## config.mk

```make
export PLATFORM = sky130hd
export DESIGN_NAME = wdt_top
export DESIGN_NICKNAME = d
export VERILOG_FILES = /design/src/wdt_pkg.sv /design/src/wdt_ctl_if.sv /design/src/wdt_top.sv /design/src/wdt_flag.sv /design/src/wdt_counter.sv /design/src/wdt_regs.sv
export SDC_FILE = /design/constraint.sdc
export NUM_CORES = 1
export LEC_CHECK = 0
export BUFFER_PORTS_ARGS = -buffer_cell sky130_fd_sc_hd__buf_2
export CAP_MARGIN = 0
export CORE_MARGIN = 3
export CORE_UTILIZATION = 50
export CTS_CLUSTER_SIZE = 30
export DETAILED_ROUTE_END_ITERATION = 7
export PLACE_DENSITY = 0.8
export SLEW_MARGIN = 25
export SYNTH_ARGS = -nofsm -noshare
export SYNTH_HDL_FRONTEND = slang
export SYNTH_SLANG_ARGS = --single-unit
```

## constraint.sdc

```tcl
create_clock -name mclk -period 2.4 [get_ports mclk]
set_input_delay 0.12 -clock mclk [delete_from_list [all_inputs] [get_ports mclk]]
set_output_delay 0.12 -clock mclk [all_outputs]
set_load 0.02 [all_outputs]
```

## src/wdt_pkg.sv

```systemverilog
//------------------------------
// Watchdog timer shared definitions
// Bus widths, WDTCTL address, keys and tap table
//------------------------------

`default_nettype none

package wdt_pkg;

  //------------------------------
  // Widths that carry a meaning
  //------------------------------
  typedef logic [13:0] per_addr_t;  // Peripheral word address
  typedef logic [15:0] per_data_t;  // Peripheral data word
  typedef logic [1:0]  per_we_t;    // Byte write enables
  typedef logic [15:0] wdt_cnt_t;   // Watchdog counter value
  typedef logic [1:0]  wdt_isx_t;   // Interval select code

  //------------------------------
  // Register map and keys
  //------------------------------

  // Byte base address, WDTCTL word address is 0x0090
  localparam logic [14:0] WDT_BASE_ADDR = 15'h0120;

  localparam logic [7:0] WDT_PASSWORD = 8'h5A;  // Upper byte on every write
  localparam logic [7:0] WDT_READ_KEY = 8'h69;  // Upper byte on every read

  // Stored low byte bits
  // Bit 7 hold, bit 4 tmsel, bit 2 ssel, bits 1:0 isx
  localparam logic [7:0] WDTCTL_MASK = 8'h97;

  // Write-only counter clear, never stored
  localparam int unsigned WDT_CNTCL_BIT = 3;

  //------------------------------
  // Interval taps
  //------------------------------

  // Counter bit watched per isx code
  // Code 0 -> bit 15 (32768 ticks), 1 -> bit 13 (8192)
  // Code 2 -> bit 9 (512), 3 -> bit 6 (64)
  localparam logic [3:0][3:0] WDT_TAP_BITS = {4'd6, 4'd9, 4'd13, 4'd15};

endpackage

`default_nettype wire
```

## src/wdt_ctl_if.sv

```systemverilog
//------------------------------
// Watchdog timer control bundle
// WDTCTL fields and strobes from the register block
//------------------------------

`timescale 1ns/1ps
`default_nettype none

interface wdt_ctl_if import wdt_pkg::*; ();

  logic     hold;      // Counter stopped
  logic     tmsel;     // 1 for interval mode, 0 for watchdog mode
  logic     ssel;      // 1 for ACLK, 0 for SMCLK
  wdt_isx_t isx;       // Interval select code
  logic     cnt_clr;   // Software counter clear, one cycle
  logic     pw_error;  // Bad password on a write, one cycle

  // Register block owns every field
  modport regs (output hold, tmsel, ssel, isx, cnt_clr, pw_error);

  // Counter side
  modport counter (input hold, ssel, isx, cnt_clr, pw_error);

  // Flag and reset side
  modport flag (input tmsel, pw_error);

endinterface

`default_nettype wire

```

## src/wdt_top.sv

```systemverilog
//------------------------------
// Watchdog timer top level
// Register block, counter and flag logic on mclk
//------------------------------

`timescale 1ns/1ps
`default_nettype none

module wdt_top import wdt_pkg::*; (
  input  logic      mclk,
  input  logic      puc_rst,         // Async, active high
  // Peripheral bus
  input  per_addr_t per_addr,
  input  per_data_t per_din,
  input  logic      per_en,
  input  per_we_t   per_we,
  // Clock strobes and debug
  input  logic      aclk_en,
  input  logic      smclk_en,
  input  logic      dbg_freeze,
  // Interrupt side
  input  logic      wdtie,
  input  logic      wdtifg_sw_set,
  input  logic      wdtifg_sw_clr,
  input  logic      wdtifg_irq_clr,
  output per_data_t per_dout,
  output logic      wdtifg,
  output logic      wdt_irq,
  output logic      wdt_reset
);

  wdt_ctl_if ctl_if ();  // WDTCTL fields and strobes

  logic wdt_evt;  // Counter expiry to the flag

  //------------------------------
  // Register block
  //------------------------------
  wdt_regs wdt_regs_inst (
    .mclk     (mclk),
    .puc_rst  (puc_rst),
    .per_addr (per_addr),
    .per_din  (per_din),
    .per_en   (per_en),
    .per_we   (per_we),
    .per_dout (per_dout),
    .ctl      (ctl_if.regs)
  );

  // Counter
  wdt_counter wdt_counter_inst (
    .mclk       (mclk),
    .puc_rst    (puc_rst),
    .aclk_en    (aclk_en),
    .smclk_en   (smclk_en),
    .dbg_freeze (dbg_freeze),
    .ctl        (ctl_if.counter),
    .wdt_evt    (wdt_evt)
  );

  // Flag, irq and reset
  wdt_flag wdt_flag_inst (
    .mclk           (mclk),
    .puc_rst        (puc_rst),
    .ctl            (ctl_if.flag),
    .wdt_evt        (wdt_evt),
    .wdtie          (wdtie),
    .wdtifg_sw_set  (wdtifg_sw_set),
    .wdtifg_sw_clr  (wdtifg_sw_clr),
    .wdtifg_irq_clr (wdtifg_irq_clr),
    .wdtifg         (wdtifg),
    .wdt_irq        (wdt_irq),
    .wdt_reset      (wdt_reset)
  );

endmodule

`default_nettype wire

```

## src/wdt_flag.sv

```systemverilog
//------------------------------
// Watchdog timer flag and reset
// WDTIFG, interrupt request and reset pulse
//------------------------------

`timescale 1ns/1ps
`default_nettype none

module wdt_flag (
  input  logic    mclk,
  input  logic    puc_rst,
  wdt_ctl_if.flag ctl,
  input  logic    wdt_evt,         // Interval end from the counter
  input  logic    wdtie,           // Interrupt enable
  input  logic    wdtifg_sw_set,
  input  logic    wdtifg_sw_clr,
  input  logic    wdtifg_irq_clr,  // Interrupt acknowledge
  output logic    wdtifg,
  output logic    wdt_irq,
  output logic    wdt_reset        // One-cycle reset request
);

  logic wdtifg_set;
  logic wdtifg_clr;

  // Expiry and bad password both count as events
  assign wdtifg_set = wdt_evt | ctl.pw_error | wdtifg_sw_set;

  // Acknowledge only clears in interval mode
  assign wdtifg_clr = (wdtifg_irq_clr & ctl.tmsel) | wdtifg_sw_clr;

  //------------------------------
  // Interrupt flag
  //------------------------------

  always_ff @(posedge mclk or posedge puc_rst) begin
    if (puc_rst) begin
      wdtifg <= 1'b0;
    end else if (wdtifg_set) begin
      wdtifg <= 1'b1;   // Set has priority
    end else if (wdtifg_clr) begin
      wdtifg <= 1'b0;
    end
  end

  assign wdt_irq = ctl.tmsel & wdtifg & wdtie;  // Interval mode only

  //------------------------------
  // Reset pulse
  //------------------------------

  always_ff @(posedge mclk or posedge puc_rst) begin
    if (puc_rst) begin
      wdt_reset <= 1'b0;
    end else begin
      // Bad password, or any flag set in watchdog mode
      wdt_reset <= ctl.pw_error | (wdtifg_set & ~ctl.tmsel);
    end
  end

endmodule

`default_nettype wire

```

## src/wdt_counter.sv

```systemverilog
//------------------------------
// Watchdog timer counter
// Source select, 16-bit counter and interval taps
//------------------------------

`timescale 1ns/1ps
`default_nettype none

module wdt_counter import wdt_pkg::*; (
  input  logic       mclk,
  input  logic       puc_rst,
  input  logic       aclk_en,     // ACLK tick strobe
  input  logic       smclk_en,    // SMCLK tick strobe
  input  logic       dbg_freeze,  // Debugger halt
  wdt_ctl_if.counter ctl,
  output logic       wdt_evt      // Interval end, combinational
);

  //------------------------------
  // Tick enable
  //------------------------------

  logic clk_src_en;
  logic cnt_incr;

  // ACLK when ssel set, SMCLK otherwise
  assign clk_src_en = ctl.ssel ? aclk_en : smclk_en;

  // Hold and debug freeze stop counting
  assign cnt_incr = clk_src_en & ~ctl.hold & ~dbg_freeze;

  //------------------------------
  // Interval tap
  //------------------------------

  wdt_cnt_t   cnt;
  wdt_cnt_t   cnt_nxt;
  logic [3:0] tap_idx;   // Watched bit position
  logic       tap_bit;

  assign cnt_nxt = cnt + 16'h0001;

  // Tap looked up from the isx code
  assign tap_idx = WDT_TAP_BITS[ctl.isx];
  assign tap_bit = cnt_nxt[tap_idx];

  // Fires on the tick that sets the tapped bit
  assign wdt_evt = tap_bit & cnt_incr;

  //------------------------------
  // Counter
  //------------------------------

  logic cnt_clr_any;

  // Self clear on expiry, software clear, or bad password
  assign cnt_clr_any = wdt_evt | ctl.cnt_clr | ctl.pw_error;

  always_ff @(posedge mclk or posedge puc_rst) begin
    if (puc_rst) begin
      cnt <= '0;
    end else if (cnt_clr_any) begin
      cnt <= '0;       // Clear wins over increment
    end else if (cnt_incr) begin
      cnt <= cnt_nxt;
    end
  end

endmodule

`default_nettype wire

```

## src/wdt_regs.sv

```systemverilog
//------------------------------
// Watchdog timer register block
// WDTCTL decode, storage, password check and read mux
//------------------------------

`timescale 1ns/1ps
`default_nettype none

module wdt_regs import wdt_pkg::*; (
  input  logic      mclk,
  input  logic      puc_rst,
  input  per_addr_t per_addr,  // Word address
  input  per_data_t per_din,
  input  logic      per_en,
  input  per_we_t   per_we,
  output per_data_t per_dout,  // Combinational, zero when not read
  wdt_ctl_if.regs   ctl
);

  //------------------------------
  // Address decode
  //------------------------------

  logic reg_sel;
  logic reg_wr;
  logic reg_rd;

  // Word address is the byte base without bit 0
  assign reg_sel = per_en & (per_addr == WDT_BASE_ADDR[14:1]);

  assign reg_wr  = reg_sel &  (|per_we);  // Any byte enable makes a write
  assign reg_rd  = reg_sel & ~(|per_we);

  //------------------------------
  // WDTCTL
  //------------------------------

  logic [7:0] wdtctl;  // Masked low byte

  // Data bits are stored even when the password is wrong
  always_ff @(posedge mclk or posedge puc_rst) begin
    if (puc_rst) begin
      wdtctl <= 8'h00;  // Watchdog mode, SMCLK, isx 0, running
    end else if (reg_wr) begin
      wdtctl <= per_din[7:0] & WDTCTL_MASK;
    end
  end

  // Field breakout
  assign ctl.hold  = wdtctl[7];
  assign ctl.tmsel = wdtctl[4];
  assign ctl.ssel  = wdtctl[2];
  assign ctl.isx   = wdtctl[1:0];

  //------------------------------
  // Write strobes
  //------------------------------

  // Counter clear in the write cycle
  assign ctl.cnt_clr = reg_wr & per_din[WDT_CNTCL_BIT];

  // Wrong key in the upper byte
  assign ctl.pw_error = reg_wr & (per_din[15:8] != WDT_PASSWORD);

  //------------------------------
  // Read data
  //------------------------------

  // Read key above the stored byte
  always_comb begin
    if (reg_rd) begin
      per_dout = {WDT_READ_KEY, wdtctl};
    end else begin
      per_dout = '0;  // Bus OR friendly
    end
  end

endmodule

`default_nettype wire

```

==> qor.json, run 1 <==
{
  "run_status": {
    "outcome": "finished, final reports clean"
  },
  "power_and_ir_drop": {
    "share_clk_of_total_power_pct": 19.6,
    "power_density_nw_per_um2": 478,
    "p_leak_nw": 0.925,
    "ir_worst_vdd_mv": 0.329,
    "power.total_mw": 0.967,
    "share_of_total_power_consumed_by_net_switching_pct": 35.6,
    "power.share.combinational_pct": 25.6,
    "seq_power_share_pct": 54.8,
    "internal-power_mw": 0.623,
    "switching_power_mw": 0.344
  },
  "route": {
    "antenna_violating_nets_post_route": 0,
    "route.final.wire_length_mm": 4.09,
    "wl_per_cell_um": 14.9,
    "remaining_drc_errors": 0,
    "drt_pre_antenna_iters": 4,
    "count_of_routing_violations_after_the_opening_detailed_route_iteration": 107,
    "detail_route.vias_per_cell": 5.46,
    "vias": 1497
  },
  "global_route": {
    "grt_max_degree": 24,
    "groute.usage.overall_pct": 20.4,
    "first_global_vias": 1531,
    "grt_pass1_wl_mm": 6.93,
    "remaining_global_route_overflow": 0,
    "antenna_found_initial": 0
  },
  "clock_network": {
    "post_cts.repair.setup_buffers": 0,
    "root_buffer": "sky130_fd_sc_hd__clkbuf_4",
    "cts_sinks": 23,
    "clk_pin_slew_worst_paths_ps": 140,
    "clk-insertion-delay-late_ps": 320,
    "ctsHtreeMaxLevel": 1,
    "cts_tree": "done",
    "max-clock-path-buffers": 2,
    "cts_inserted_buffers": 3
  },
  "flow_run": {
    "drv.max_cap_violation_count": 0
  },
  "cells_and_area": {
    "insertedDiodeCount": 0,
    "final_cells": 274,
    "fill_cells": 307,
    "layout-area-overhead-vs-synth_pct": 17.2,
    "finish.net_count": 276,
    "drive_gt1_share_pct": 34.8
  },
  "floorplanning": {
    "chipHeight_um": 64.8,
    "ioPinCount": 61,
    "die_w_um": 64.8,
    "starting_density_pct": 54.4,
    "floorplan.rows": 20,
    "floorplan.die_area_sq_um": 4200,
    "core_area_sq_um": 3180
  },
  "worst_setup_path": {
    "timing.critical_path.max_delay_family": "compound AO/OA/AOI/OAI gates",
    "data_required_critical_path_ps": 2610,
    "timing.critical_path.slowest_cell_delay_ps": 500,
    "cpMaxStageDelayCell": "sky130_fd_sc_hd__dfrtp_1",
    "crit_path_start_kind": "flip-flop",
    "critPathArrivalTime_ps": 2500,
    "crit_buf_inv": 1,
    "cp_cell_sequence": "ha_1 > nand3_1 > xnor2_1 > a31o_2 > a221o_1 > buf_4 > a221o_1",
    "cell_mode_on_critical_path": "sky130_fd_sc_hd__a221o_1",
    "setup.worst_path.end_class": "flip-flop",
    "timing.critical_path.fanout_max": 8,
    "critical_path_type": "flip-flop to flip-flop"
  },
  "timing": {
    "max_clock_freq_ghz": 0.437,
    "fin_ws_ps": 112,
    "tightestPinTransition_ps": 895,
    "worst_clock_skew_ps": 15.1,
    "timing_hold_violations_final": 0,
    "timing.final.max_slew_violations": 0,
    "worst_slew_margin_rel_pct": 40.3,
    "grt_setup_unrepaired": "no",
    "fin_crit_share_pct": 95.4,
    "fin_crit_ps": 2290,
    "setup_viol_count_final": 0,
    "setup_tns_ps": 0
  },
  "synth": {
    "synth_top_cell_area_share_pct": 33.3,
    "synth.distinct_cells": 45,
    "async_reset_ff_share_pct": 100,
    "synth_top_cell_by_area": "sky130_fd_sc_hd__dfrtp_1",
    "syn_area_per_cell_sq_um": 9.60,
    "synth_ff_type": "sky130_fd_sc_hd__dfrtp_1",
    "synth_cells": 180,
    "synth-edff-count": 0,
    "yosys_warning_count": 0,
    "post_synth_instance_area_sq_um": 1730,
    "ys_ff_latch": 23,
    "synth_top_cells_by_count": "23 x sky130_fd_sc_hd__dfrtp_1, 15 x sky130_fd_sc_hd__xnor2_1, 12 x sky130_fd_sc_hd__nor3_1, 11 x sky130_fd_sc_hd__buf_4, 11 x sky130_fd_sc_hd__nor2_1",
    "synthMostInstantiatedCell": "sky130_fd_sc_hd__dfrtp_1",
    "ys_seq_area_share_pct": 33.3,
    "synth_top_cells_by_area": "sky130_fd_sc_hd__dfrtp_1 33%, sky130_fd_sc_hd__xnor2_1 7.6%, sky130_fd_sc_hd__a211oi_2 5.8%, sky130_fd_sc_hd__buf_4 4.8%, sky130_fd_sc_hd__nor3_1 3.5%"
  },
  "placed_design": {
    "routabilityCongestion": 0.849,
    "hpwl_mm": 3.02,
    "place_ws_ps": 173,
    "io_buffer_count": 51,
    "dpl.cell_count": 267
  },
  "min_path": {
    "path_category_of_the_worst_min_delay_check": "input pin to flip-flop"
  }
}
metrics by stage:
stage	instance area, sq um	hold slack, ps	utilization, %
after CTS	2010	4.67	63.3
final	2020	16.0	63.7
after detailed placement	1960	335	61.5
after floorplan	1750	122	-
after global placement	1960	323	61.5
after global routing	2020	15.3	63.7
per-layer routing:
layer / up-vias / routed length, um / share of wire (%) / track usage (%)
met5: - / 0 / 0 / 0
met1: 708 / 1740 / 43 / 26.3
met2: 40 / 2150 / 53 / 34.7
met4: 0 / 30 / 0.73 / 3.96
met3: 7 / 164 / 4.0 / 4.51
li1: 742 / - / - / -
sequential cells by signal (all words and copies together) (netlist names):
name                     flops
wdt_counter_inst.cnt        16
wdt_flag_inst.wdt_reset      1
wdt_flag_inst.wdtifg         1
wdt_regs_inst.wdtctl         5
worst paths after layout:
path / from / to / slack, ps / depth (start not counted)
worst max-delay path: wdt_counter_inst.cnt[0] / wdt_flag_inst.wdt_reset / 110 / 7
worst min-delay path: per_din[7] / wdt_regs_inst.wdtctl[7] / 20 / 2
worst max register to register: wdt_counter_inst.cnt[0] / wdt_flag_inst.wdt_reset / 110 / 7
worst min register to register: wdt_regs_inst.wdtctl[7] / wdt_regs_inst.wdtctl[7] / 550 / 1
max in group asynchronous: puc_rst / wdt_counter_inst.cnt[12] / 1330 / 3
min in group asynchronous: puc_rst / wdt_counter_inst.cnt[3] / 510 / 3
cell usage in the layout (no fill, tap or decap), types with 3 or more instances in the layout:
cell type / n
sky130_fd_sc_hd__nand3_1: 7
sky130_fd_sc_hd__a211oi_1: 7
sky130_fd_sc_hd__conb_1: 7
sky130_fd_sc_hd__buf_4: 4
sky130_fd_sc_hd__clkbuf_4: 3
sky130_fd_sc_hd__nand4_1: 4
sky130_fd_sc_hd__buf_2: 51
sky130_fd_sc_hd__inv_1: 10
sky130_fd_sc_hd__nor4b_1: 3
sky130_fd_sc_hd__nor2_1: 11
sky130_fd_sc_hd__nand2_1: 9
sky130_fd_sc_hd__nor4_1: 3
sky130_fd_sc_hd__dfrtp_1: 23
sky130_fd_sc_hd__xnor2_1: 15
sky130_fd_sc_hd__o21ai_0: 4
sky130_fd_sc_hd__dlygate4sd3_1: 3
sky130_fd_sc_hd__mux2_2: 4
sky130_fd_sc_hd__nor3_1: 12
sky130_fd_sc_hd__a211oi_2: 8
sky130_fd_sc_hd__and3_1: 8
sky130_fd_sc_hd__ha_1: 3
logic make-up after synthesis:
family,Yosys count,synth area share [%]
buffers and inverters,28,9.99
adder cells (fa/ha/maj),3,2.17
XOR/XNOR,17,8.62
other,1,0.217
AND/OR/NAND/NOR,68,24.3
flip-flops,23,33.3
AO/OA/AOI/OAI,35,18.2
multiplexers,5,3.19
power groups by stage:
stage	registers (mW)	clock network, mW	logic (mW)
final	0.530	0.190	0.247
after global routing	0.539	0.208	0.284
after CTS	0.528	0.199	0.246
after detailed placement	0.535	0	0.240
after global placement	0.530	0	0.235
after floorplan	0.518	0	0.192
layout make-up:
class | count | area [sq um] | share of cell area [%]
tap | 44 | 55.1 | 2.72
inverter | 10 | 37.5 | 1.85
sequential | 23 | 576 | 28.4
clock buffer | 4 | 26.3 | 1.30
multi-input combinational | 135 | 1010 | 50.1
timing repair buffer | 58 | 315 | 15.6
worst register-to-register path: stages, from the launching register on:
cell                      delay [ps]
sky130_fd_sc_hd__dfrtp_1         500
sky130_fd_sc_hd__ha_1            280
sky130_fd_sc_hd__nand3_1         190
sky130_fd_sc_hd__xnor2_1         170
sky130_fd_sc_hd__a31o_2          250
sky130_fd_sc_hd__a221o_1         300
sky130_fd_sc_hd__buf_4           190
sky130_fd_sc_hd__a221o_1         290
what timing repair did:
item | CTS | global route
setup endpoints to repair | 0 | 7
resized for setup | 0 | 2
hold buffers | 3 | 0
endpoints found under the hold margin | 14 | 0
(Power assumes the default switching activity.)
==> run 2: changes to the inputs <==
--- a/config.mk
+++ b/config.mk
@@ -5,13 +5,14 @@
 export SDC_FILE = /design/constraint.sdc
 export NUM_CORES = 1
 export LEC_CHECK = 0
+export ABC_AREA = 1
 export BUFFER_PORTS_ARGS = -buffer_cell sky130_fd_sc_hd__buf_2
 export CAP_MARGIN = 0
 export CORE_MARGIN = 3
-export CORE_UTILIZATION = 50
+export CORE_UTILIZATION = 49
 export CTS_CLUSTER_SIZE = 30
 export DETAILED_ROUTE_END_ITERATION = 7
-export PLACE_DENSITY = 0.8
+export PLACE_DENSITY = 0.79
 export SLEW_MARGIN = 25
 export SYNTH_ARGS = -nofsm -noshare
 export SYNTH_HDL_FRONTEND = slang
==> run 2 against run 1 <==
Worst setup slack gained 300 ps. Non-clock buffer count stayed put. Critical endpoint is now wdt_counter_inst.cnt[12]. Synthesized cell count is 31% higher. Global-route usage is 1.8 points lower. Clock skew fell by 5.3 ps. Via count is 7.0% higher. Critical path depth increased by 2. Hold slack gained 3.6 ps. Critical path type unchanged. Wire length fell by 10%. Clock power is essentially flat.
==> qor.json, run 2 <==
{
  "placed_design": {
    "place_ws_ps": 445,
    "hpwl_mm": 2.81,
    "routabilityCongestion": 0.861,
    "io_buffer_count": 51,
    "post_dp_cell_area_sq_um": 1900
  },
  "global_route": {
    "grt_max_degree": 24,
    "antenna_found_initial": 0,
    "groute.usage.overall_pct": 18.6,
    "first_global_vias": 1482,
    "grt_pass1_wl_mm": 6.22,
    "remaining_global_route_overflow": 0
  },
  "timing": {
    "tightestPinTransition_ps": 876,
    "worst_clock_skew_ps": 9.80,
    "fin_crit_ps": 1990,
    "setup_viol_count_final": 0,
    "timing_hold_violations_final": 0,
    "grt_setup_unrepaired": "no",
    "fin_ws_ps": 413,
    "setup_tns_ps": 0,
    "fin_crit_share_pct": 82.8,
    "max_clock_freq_ghz": 0.503,
    "timing.final.max_slew_violations": 0,
    "worst_slew_margin_rel_pct": 41.5
  },
  "worst_setup_path": {
    "cpMaxStageDelayCell": "sky130_fd_sc_hd__dfrtp_1",
    "critical_path_type": "flip-flop to flip-flop",
    "critPathArrivalTime_ps": 2210,
    "cell_mode_on_critical_path": "sky130_fd_sc_hd__nor2_1",
    "data_required_critical_path_ps": 2630,
    "timing.critical_path.slowest_cell_delay_ps": 470,
    "crit_buf_inv": 0,
    "setup.worst_path.end_class": "flip-flop",
    "crit_path_start_kind": "flip-flop",
    "cp_cell_sequence": "ha_1 > nand4_1 > nor3_1 > nand3_1 > nor2_1 > nand2_1 > nor2_1 > xor2_1 > nor2_4",
    "timing.critical_path.max_delay_family": "simple AND/OR/NAND/NOR gates",
    "timing.critical_path.fanout_max": 5
  },
  "synth": {
    "synth_ff_type": "sky130_fd_sc_hd__dfrtp_1",
    "synth.distinct_cells": 28,
    "synth_top_cells_by_count": "49 x sky130_fd_sc_hd__nand2_1, 36 x sky130_fd_sc_hd__inv_1, 29 x sky130_fd_sc_hd__nor2_1, 23 x sky130_fd_sc_hd__dfrtp_1, 19 x sky130_fd_sc_hd__nand3_1",
    "yosys_warning_count": 0,
    "async_reset_ff_share_pct": 100,
    "synth_top_cells_by_area": "sky130_fd_sc_hd__dfrtp_1 35%, sky130_fd_sc_hd__nand2_1 11%, sky130_fd_sc_hd__inv_1 8.2%, sky130_fd_sc_hd__nor2_1 6.6%, sky130_fd_sc_hd__nand3_1 5.7%",
    "synth_top_cell_by_area": "sky130_fd_sc_hd__dfrtp_1",
    "synth-edff-count": 0,
    "post_synth_instance_area_sq_um": 1660,
    "synth_top_cell_area_share_pct": 34.7,
    "synthMostInstantiatedCell": "sky130_fd_sc_hd__nand2_1",
    "syn_area_per_cell_sq_um": 7.05,
    "ys_seq_area_share_pct": 34.7,
    "ys_ff_latch": 23,
    "synth_cells": 235
  },
  "cells_and_area": {
    "top_register": "wdt_counter_inst.cnt",
    "largest_register_ff_count": 16,
    "top_registers": "wdt_counter_inst.cnt (16), wdt_regs_inst.wdtctl (5)",
    "layout.cells.most_common_list": "51 x sky130_fd_sc_hd__buf_2, 49 x sky130_fd_sc_hd__nand2_1, 36 x sky130_fd_sc_hd__inv_1",
    "finish.net_count": 334,
    "leading_cell_type_in_the_layout_fill_and_taps_excluded": "sky130_fd_sc_hd__buf_2",
    "layout-area-overhead-vs-synth_pct": 19.2,
    "insertedDiodeCount": 0,
    "finish.utilization_pct": 63.2,
    "drive_gt1_share_pct": 26.0,
    "fin_area_sq_um": 1980
  },
  "flow_run": {
    "drv.max_cap_violation_count": 0
  },
  "clock_network": {
    "post_cts.repair.setup_buffers": 0,
    "cts_tree": "done",
    "root_buffer": "sky130_fd_sc_hd__clkbuf_4",
    "clk-insertion-delay-late_ps": 320,
    "hold_buffers": 4,
    "cts_inserted_buffers": 3,
    "cts-resized-gates": 0,
    "ctsHtreeMaxLevel": 1,
    "cts_sinks": 23,
    "clk_pin_slew_worst_paths_ps": 140,
    "max-clock-path-buffers": 2
  },
  "route": {
    "vias": 1602,
    "detail_route.vias_per_cell": 4.83,
    "antenna_violating_nets_post_route": 0,
    "remaining_drc_errors": 0,
    "route.final.wire_length_mm": 3.67,
    "wl_per_cell_um": 11.0,
    "drt_pre_antenna_iters": 4,
    "count_of_routing_violations_after_the_opening_detailed_route_iteration": 73
  },
  "floorplanning": {
    "starting_density_pct": 53.0,
    "die_w_um": 64.2,
    "floorplan.rows": 20,
    "chipHeight_um": 64.2,
    "core_area_sq_um": 3130,
    "floorplan.die_area_sq_um": 4120,
    "ioPinCount": 61
  },
  "power_and_ir_drop": {
    "ir_worst_vdd_mv": 0.330,
    "p_leak_nw": 1.10,
    "power_density_nw_per_um2": 348
  },
  "min_path": {
    "path_category_of_the_worst_min_delay_check": "input pin to flip-flop"
  },
  "run_status": {
    "outcome": "finished, final reports clean"
  }
}
-- run 2: cell types whose count changed in the layout (fill, tap and decap cells not counted), sizes merged, moves of 12 or more --
cell / change
a211oi: -15
inv: +26
nand2: +42
nand3: +13
nor2: +30
o21ai: +12
xnor2: -14
-- run 2: area by class of cell --
cell class                      instances  area, sq um
Clock buffer                            3         22.5
Clock inverter                          1         7.51
Fill cell                             266         1150
Inverter                               36          135
Multi-Input combinational cell        167          860
Sequential cell                        23          576
Tap cell                               44         55.1
Timing Repair Buffer                   58          320
-- run 2: worst paths after layout --
path	cells past startpoint	to	slack [ps]	startpoint
setup reg to reg	9	wdt_counter_inst.cnt[12]	410	wdt_counter_inst.cnt[0]
hold reg to reg	2	wdt_regs_inst.wdtctl[7]	580	wdt_regs_inst.wdtctl[7]
setup / recovery	9	wdt_counter_inst.cnt[12]	410	wdt_counter_inst.cnt[0]
hold / removal	3	wdt_regs_inst.wdtctl[2]	20	per_din[2]
min in group asynchronous	3	wdt_counter_inst.cnt[12]	550	puc_rst
max in group asynchronous	3	wdt_counter_inst.cnt[6]	1310	puc_rst
-- run 2: cells by family after synthesis --
logic type      Yosys count  synth area share (%)
other cells               1                 0.226
fa+ha+maj                 3                  2.26
xor+xnor                  8                  4.23
buf+inv                  51                  14.8
mux                       1                 0.604
flops                    23                  34.7
compound gates           17                  5.58
simple gates            131                  37.6
-- run 2: tightest hold or removal path, cell delays in order --
cell and delay (ps):
sky130_fd_sc_hd__buf_2 80, sky130_fd_sc_hd__nand2_1 50, sky130_fd_sc_hd__o21ai_0 70
-- run 2: power by group --
part	switching [mW]	leakage [nW]	total, mW	internal (mW)
combinational	0.0490	0.815	0.0920	0.0430
sequential	0.00852	0.269	0.404	0.395
clock	0.128	0.0139	0.191	0.0636
total	0.185	1.10	0.687	0.502
-- run 2: through the flow --
| stage | std cells | hold slack [ps] | total power [mW] |
|---|---|---|---|
| after global placement | 323 | 329 | 0.494 |
| final | 332 | 19.6 | 0.687 |
| after detailed placement | 323 | 333 | 0.497 |
| after floorplan | 241 | 122 | 0.465 |
| after CTS | 331 | 0.563 | 0.690 |
| after global routing | 332 | 18.8 | 0.722 |
-- run 2: per-layer routing --
metal / vias up / global-route usage (%) / part of all wire [%]
met5: - / 0 / 0
met4: 0 / 2.37 / 0
met3: 0 / 3.87 / 6.6
met2: 48 / 33.4 / 50
met1: 725 / 23.4 / 44
li1: 829 / - / -
==> run 3: changes to the inputs <==
--- a/config.mk
+++ b/config.mk
@@ -5,14 +5,14 @@
 export SDC_FILE = /design/constraint.sdc
 export NUM_CORES = 1
 export LEC_CHECK = 0
-export ABC_AREA = 1
+export ABC_AREA = 0
 export BUFFER_PORTS_ARGS = -buffer_cell sky130_fd_sc_hd__buf_2
 export CAP_MARGIN = 0
 export CORE_MARGIN = 3
-export CORE_UTILIZATION = 49
+export CORE_UTILIZATION = 50
 export CTS_CLUSTER_SIZE = 30
 export DETAILED_ROUTE_END_ITERATION = 7
-export PLACE_DENSITY = 0.79
+export PLACE_DENSITY = 0.8
 export SLEW_MARGIN = 25
 export SYNTH_ARGS = -nofsm -noshare
 export SYNTH_HDL_FRONTEND = slang
==> constraint.sdc (replaced) <==
create_clock -name mclk -period 2 [get_ports mclk]
set_input_delay 0.1 -clock mclk [delete_from_list [all_inputs] [get_ports mclk]]
set_output_delay 0.1 -clock mclk [all_outputs]
set_load 0.02 [all_outputs]
==> run 3 against run 2 <==
The run now ends with setup timing left. Clock power is 17% higher. Cell count decreased by 10%. Sequential power up 53%. Critical path type unchanged.
==> qor.json, run 3 (synthesis gave the netlist of run 1 again) <==
{
  "floorplanning": {
    "starting_density_pct": 54.4,
    "floorplan.die_area_sq_um": 4200,
    "chipHeight_um": 64.8,
    "core_area_sq_um": 3180,
    "ioPinCount": 61,
    "floorplan.rows": 20,
    "die_w_um": 64.8
  },
  "worst_setup_path": {
    "data_required_critical_path_ps": 2220,
    "timing.critical_path.fanout_max": 9,
    "cpMaxStageDelayCell": "sky130_fd_sc_hd__dfrtp_1",
    "startpoint": "wdt_regs_inst.wdtctl[1]",
    "r2r.worst_path.cells": 6,
    "reg2reg_from": "wdt_regs_inst.wdtctl[1]",
    "cell_mode_on_critical_path": "sky130_fd_sc_hd__a221o_1",
    "cp_cell_sequence": "ha_1 > nor2b_1 > mux2i_1 > a221o_1 > buf_4 > a221o_1",
    "worst_flop_to_flop_path_endpoint": "wdt_flag_inst.wdt_reset",
    "critPathArrivalTime_ps": 2240,
    "setup.worst_path.end_class": "flip-flop",
    "timing.critical_path.max_delay_family": "compound AO/OA/AOI/OAI gates",
    "crit_buf_inv": 1,
    "r2r_setup_slack_ps": -20,
    "critical_path_type": "flip-flop to flip-flop",
    "timing.critical_path.slowest_cell_delay_ps": 450,
    "crit_path_start_kind": "flip-flop"
  },
  "timing": {
    "fin_crit_ps": 2020,
    "final.hold.worst_slack_ps": 26.7,
    "worst_slew_margin_rel_pct": 65.3,
    "grt_setup_unrepaired": "yes",
    "setup_viol_count_final": 1,
    "fin_crit_share_pct": 101,
    "setup_tns_ps": -20.6,
    "tightestPinTransition_ps": 518,
    "max_clock_freq_ghz": 0.495,
    "timing_hold_violations_final": 0,
    "worst_clock_skew_ps": 4.84,
    "timing.final.max_slew_violations": 0,
    "fin_ws_ps": -20.6
  },
  "power_and_ir_drop": {
    "switching_power_mw": 0.468,
    "power_density_nw_per_um2": 588,
    "internal-power_mw": 0.870,
    "seq_power_share_pct": 46.3,
    "ir_worst_vdd_mv": 0.510,
    "power.total_mw": 1.34,
    "p_leak_nw": 1.05,
    "share_clk_of_total_power_pct": 16.7,
    "share_of_total_power_consumed_by_net_switching_pct": 35.0,
    "power.share.combinational_pct": 37.0
  },
  "cells_and_area": {
    "insertedDiodeCount": 0,
    "top_register": "wdt_counter_inst.cnt",
    "final_cells": 298,
    "leading_cell_type_in_the_layout_fill_and_taps_excluded": "sky130_fd_sc_hd__buf_2",
    "finish.utilization_pct": 71.7,
    "multi_input_comb_area_sq_um": 1060,
    "finish.net_count": 300,
    "layout-area-overhead-vs-synth_pct": 31.8,
    "fill_cells": 248,
    "drive_gt1_share_pct": 44.1,
    "top_registers": "wdt_counter_inst.cnt (16), wdt_regs_inst.wdtctl (5)",
    "largest_register_ff_count": 16,
    "fin_area_sq_um": 2280,
    "sequential_cell_area_in_the_final_layout_sq_um": 583,
    "layout.cells.most_common_list": "51 x sky130_fd_sc_hd__buf_2, 23 x sky130_fd_sc_hd__buf_4, 17 x sky130_fd_sc_hd__dfrtp_1"
  },
  "placed_design": {
    "place_ws_ps": -18.6,
    "io_buffer_count": 51,
    "hpwl_mm": 3.34,
    "post_dp_cell_area_sq_um": 2090,
    "dpl.cell_count": 282,
    "routabilityCongestion": 0.846
  },
  "clock_network": {
    "root_buffer": "sky130_fd_sc_hd__clkbuf_4",
    "clk_pin_slew_worst_paths_ps": 130,
    "cts_tree": "done",
    "max-clock-path-buffers": 2,
    "cts_sinks": 23,
    "cts_inserted_buffers": 3,
    "clk-insertion-delay-late_ps": 320,
    "ctsHtreeMaxLevel": 1
  },
  "min_path": {
    "worstHoldEndpoint": "wdt_flag_inst.wdt_reset",
    "path_category_of_the_worst_min_delay_check": "input pin to flip-flop",
    "worstHoldStart": "wdtifg_sw_set",
    "min_delay_path_depth": 2
  },
  "route": {
    "remaining_drc_errors": 0,
    "route.final.wire_length_mm": 4.55,
    "drt_pre_antenna_iters": 4,
    "antenna_violating_nets_post_route": 0,
    "detail_route.vias_per_cell": 5.50,
    "wl_per_cell_um": 15.3,
    "vias": 1638,
    "count_of_routing_violations_after_the_opening_detailed_route_iteration": 166
  },
  "global_route": {
    "remaining_global_route_overflow": 0,
    "first_global_vias": 1567,
    "antenna_found_initial": 0,
    "groute.usage.overall_pct": 21.1,
    "grt_pass1_wl_mm": 7.04,
    "grt_max_degree": 24
  },
  "run_status": {
    "failing_checks": "setup timing",
    "outcome": "complete, but fails checks"
  },
  "flow_run": {
    "drv.max_cap_violation_count": 0
  }
}
## run 3: what timing repair did
action | in CTS | in global routing
hold endpoints to repair | 26 | 2
hold buffers | 4 | 2
pin swaps | 1 | 5
resized for setup | 6 | 8
endpoints found under the setup margin | 8 | 17
setup buffers | 0 | 6
## run 3: worst max path at each step
stage | end | slack (ps) | depth (start not counted)
3_3_place_gp | wdt_flag_inst.wdt_reset | 40 | 7
6_report | wdt_flag_inst.wdt_reset | -20 | 6
3_5_place_dp | wdt_flag_inst.wdt_reset | -20 | 7
4_1_cts | wdt_flag_inst.wdt_reset | 8 | 6
2_1_floorplan | wdt_flag_inst.wdtifg | 30 | 8
5_1_grt | wdt_flag_inst.wdt_reset | -110 | 6
## run 3: layout make-up
cell class                 instances  share of cell area (%)
clock buffer                       4                    1.15
inverter                          10                    1.65
multi-input combinational        135                    46.4
sequential                        23                    25.6
tap                               44                    2.42
timing repair buffer              82                    22.8
## run 3: metal layers
layer / wire length (um) / part of all wire, % / global-route usage [%] / up-vias
met2: 2410 / 53 / 36.4 / 46
met3: 182 / 4.0 / 5.03 / 2
met5: 0 / 0 / 0 / -
li1: - / - / - / 797
met1: 1940 / 43 / 26.2 / 793
met4: 12 / 0.26 / 5.54 / 0
## run 3: power groups by stage
stage | registers (mW) | clock network [mW] | logic (mW)
after floorplan | 0.626 | 0 | 0.235
after global placement | 0.608 | 0 | 0.400
after detailed placement | 0.612 | 0 | 0.421
after CTS | 0.625 | 0.235 | 0.448
after global routing | 0.629 | 0.255 | 0.541
final | 0.620 | 0.223 | 0.495
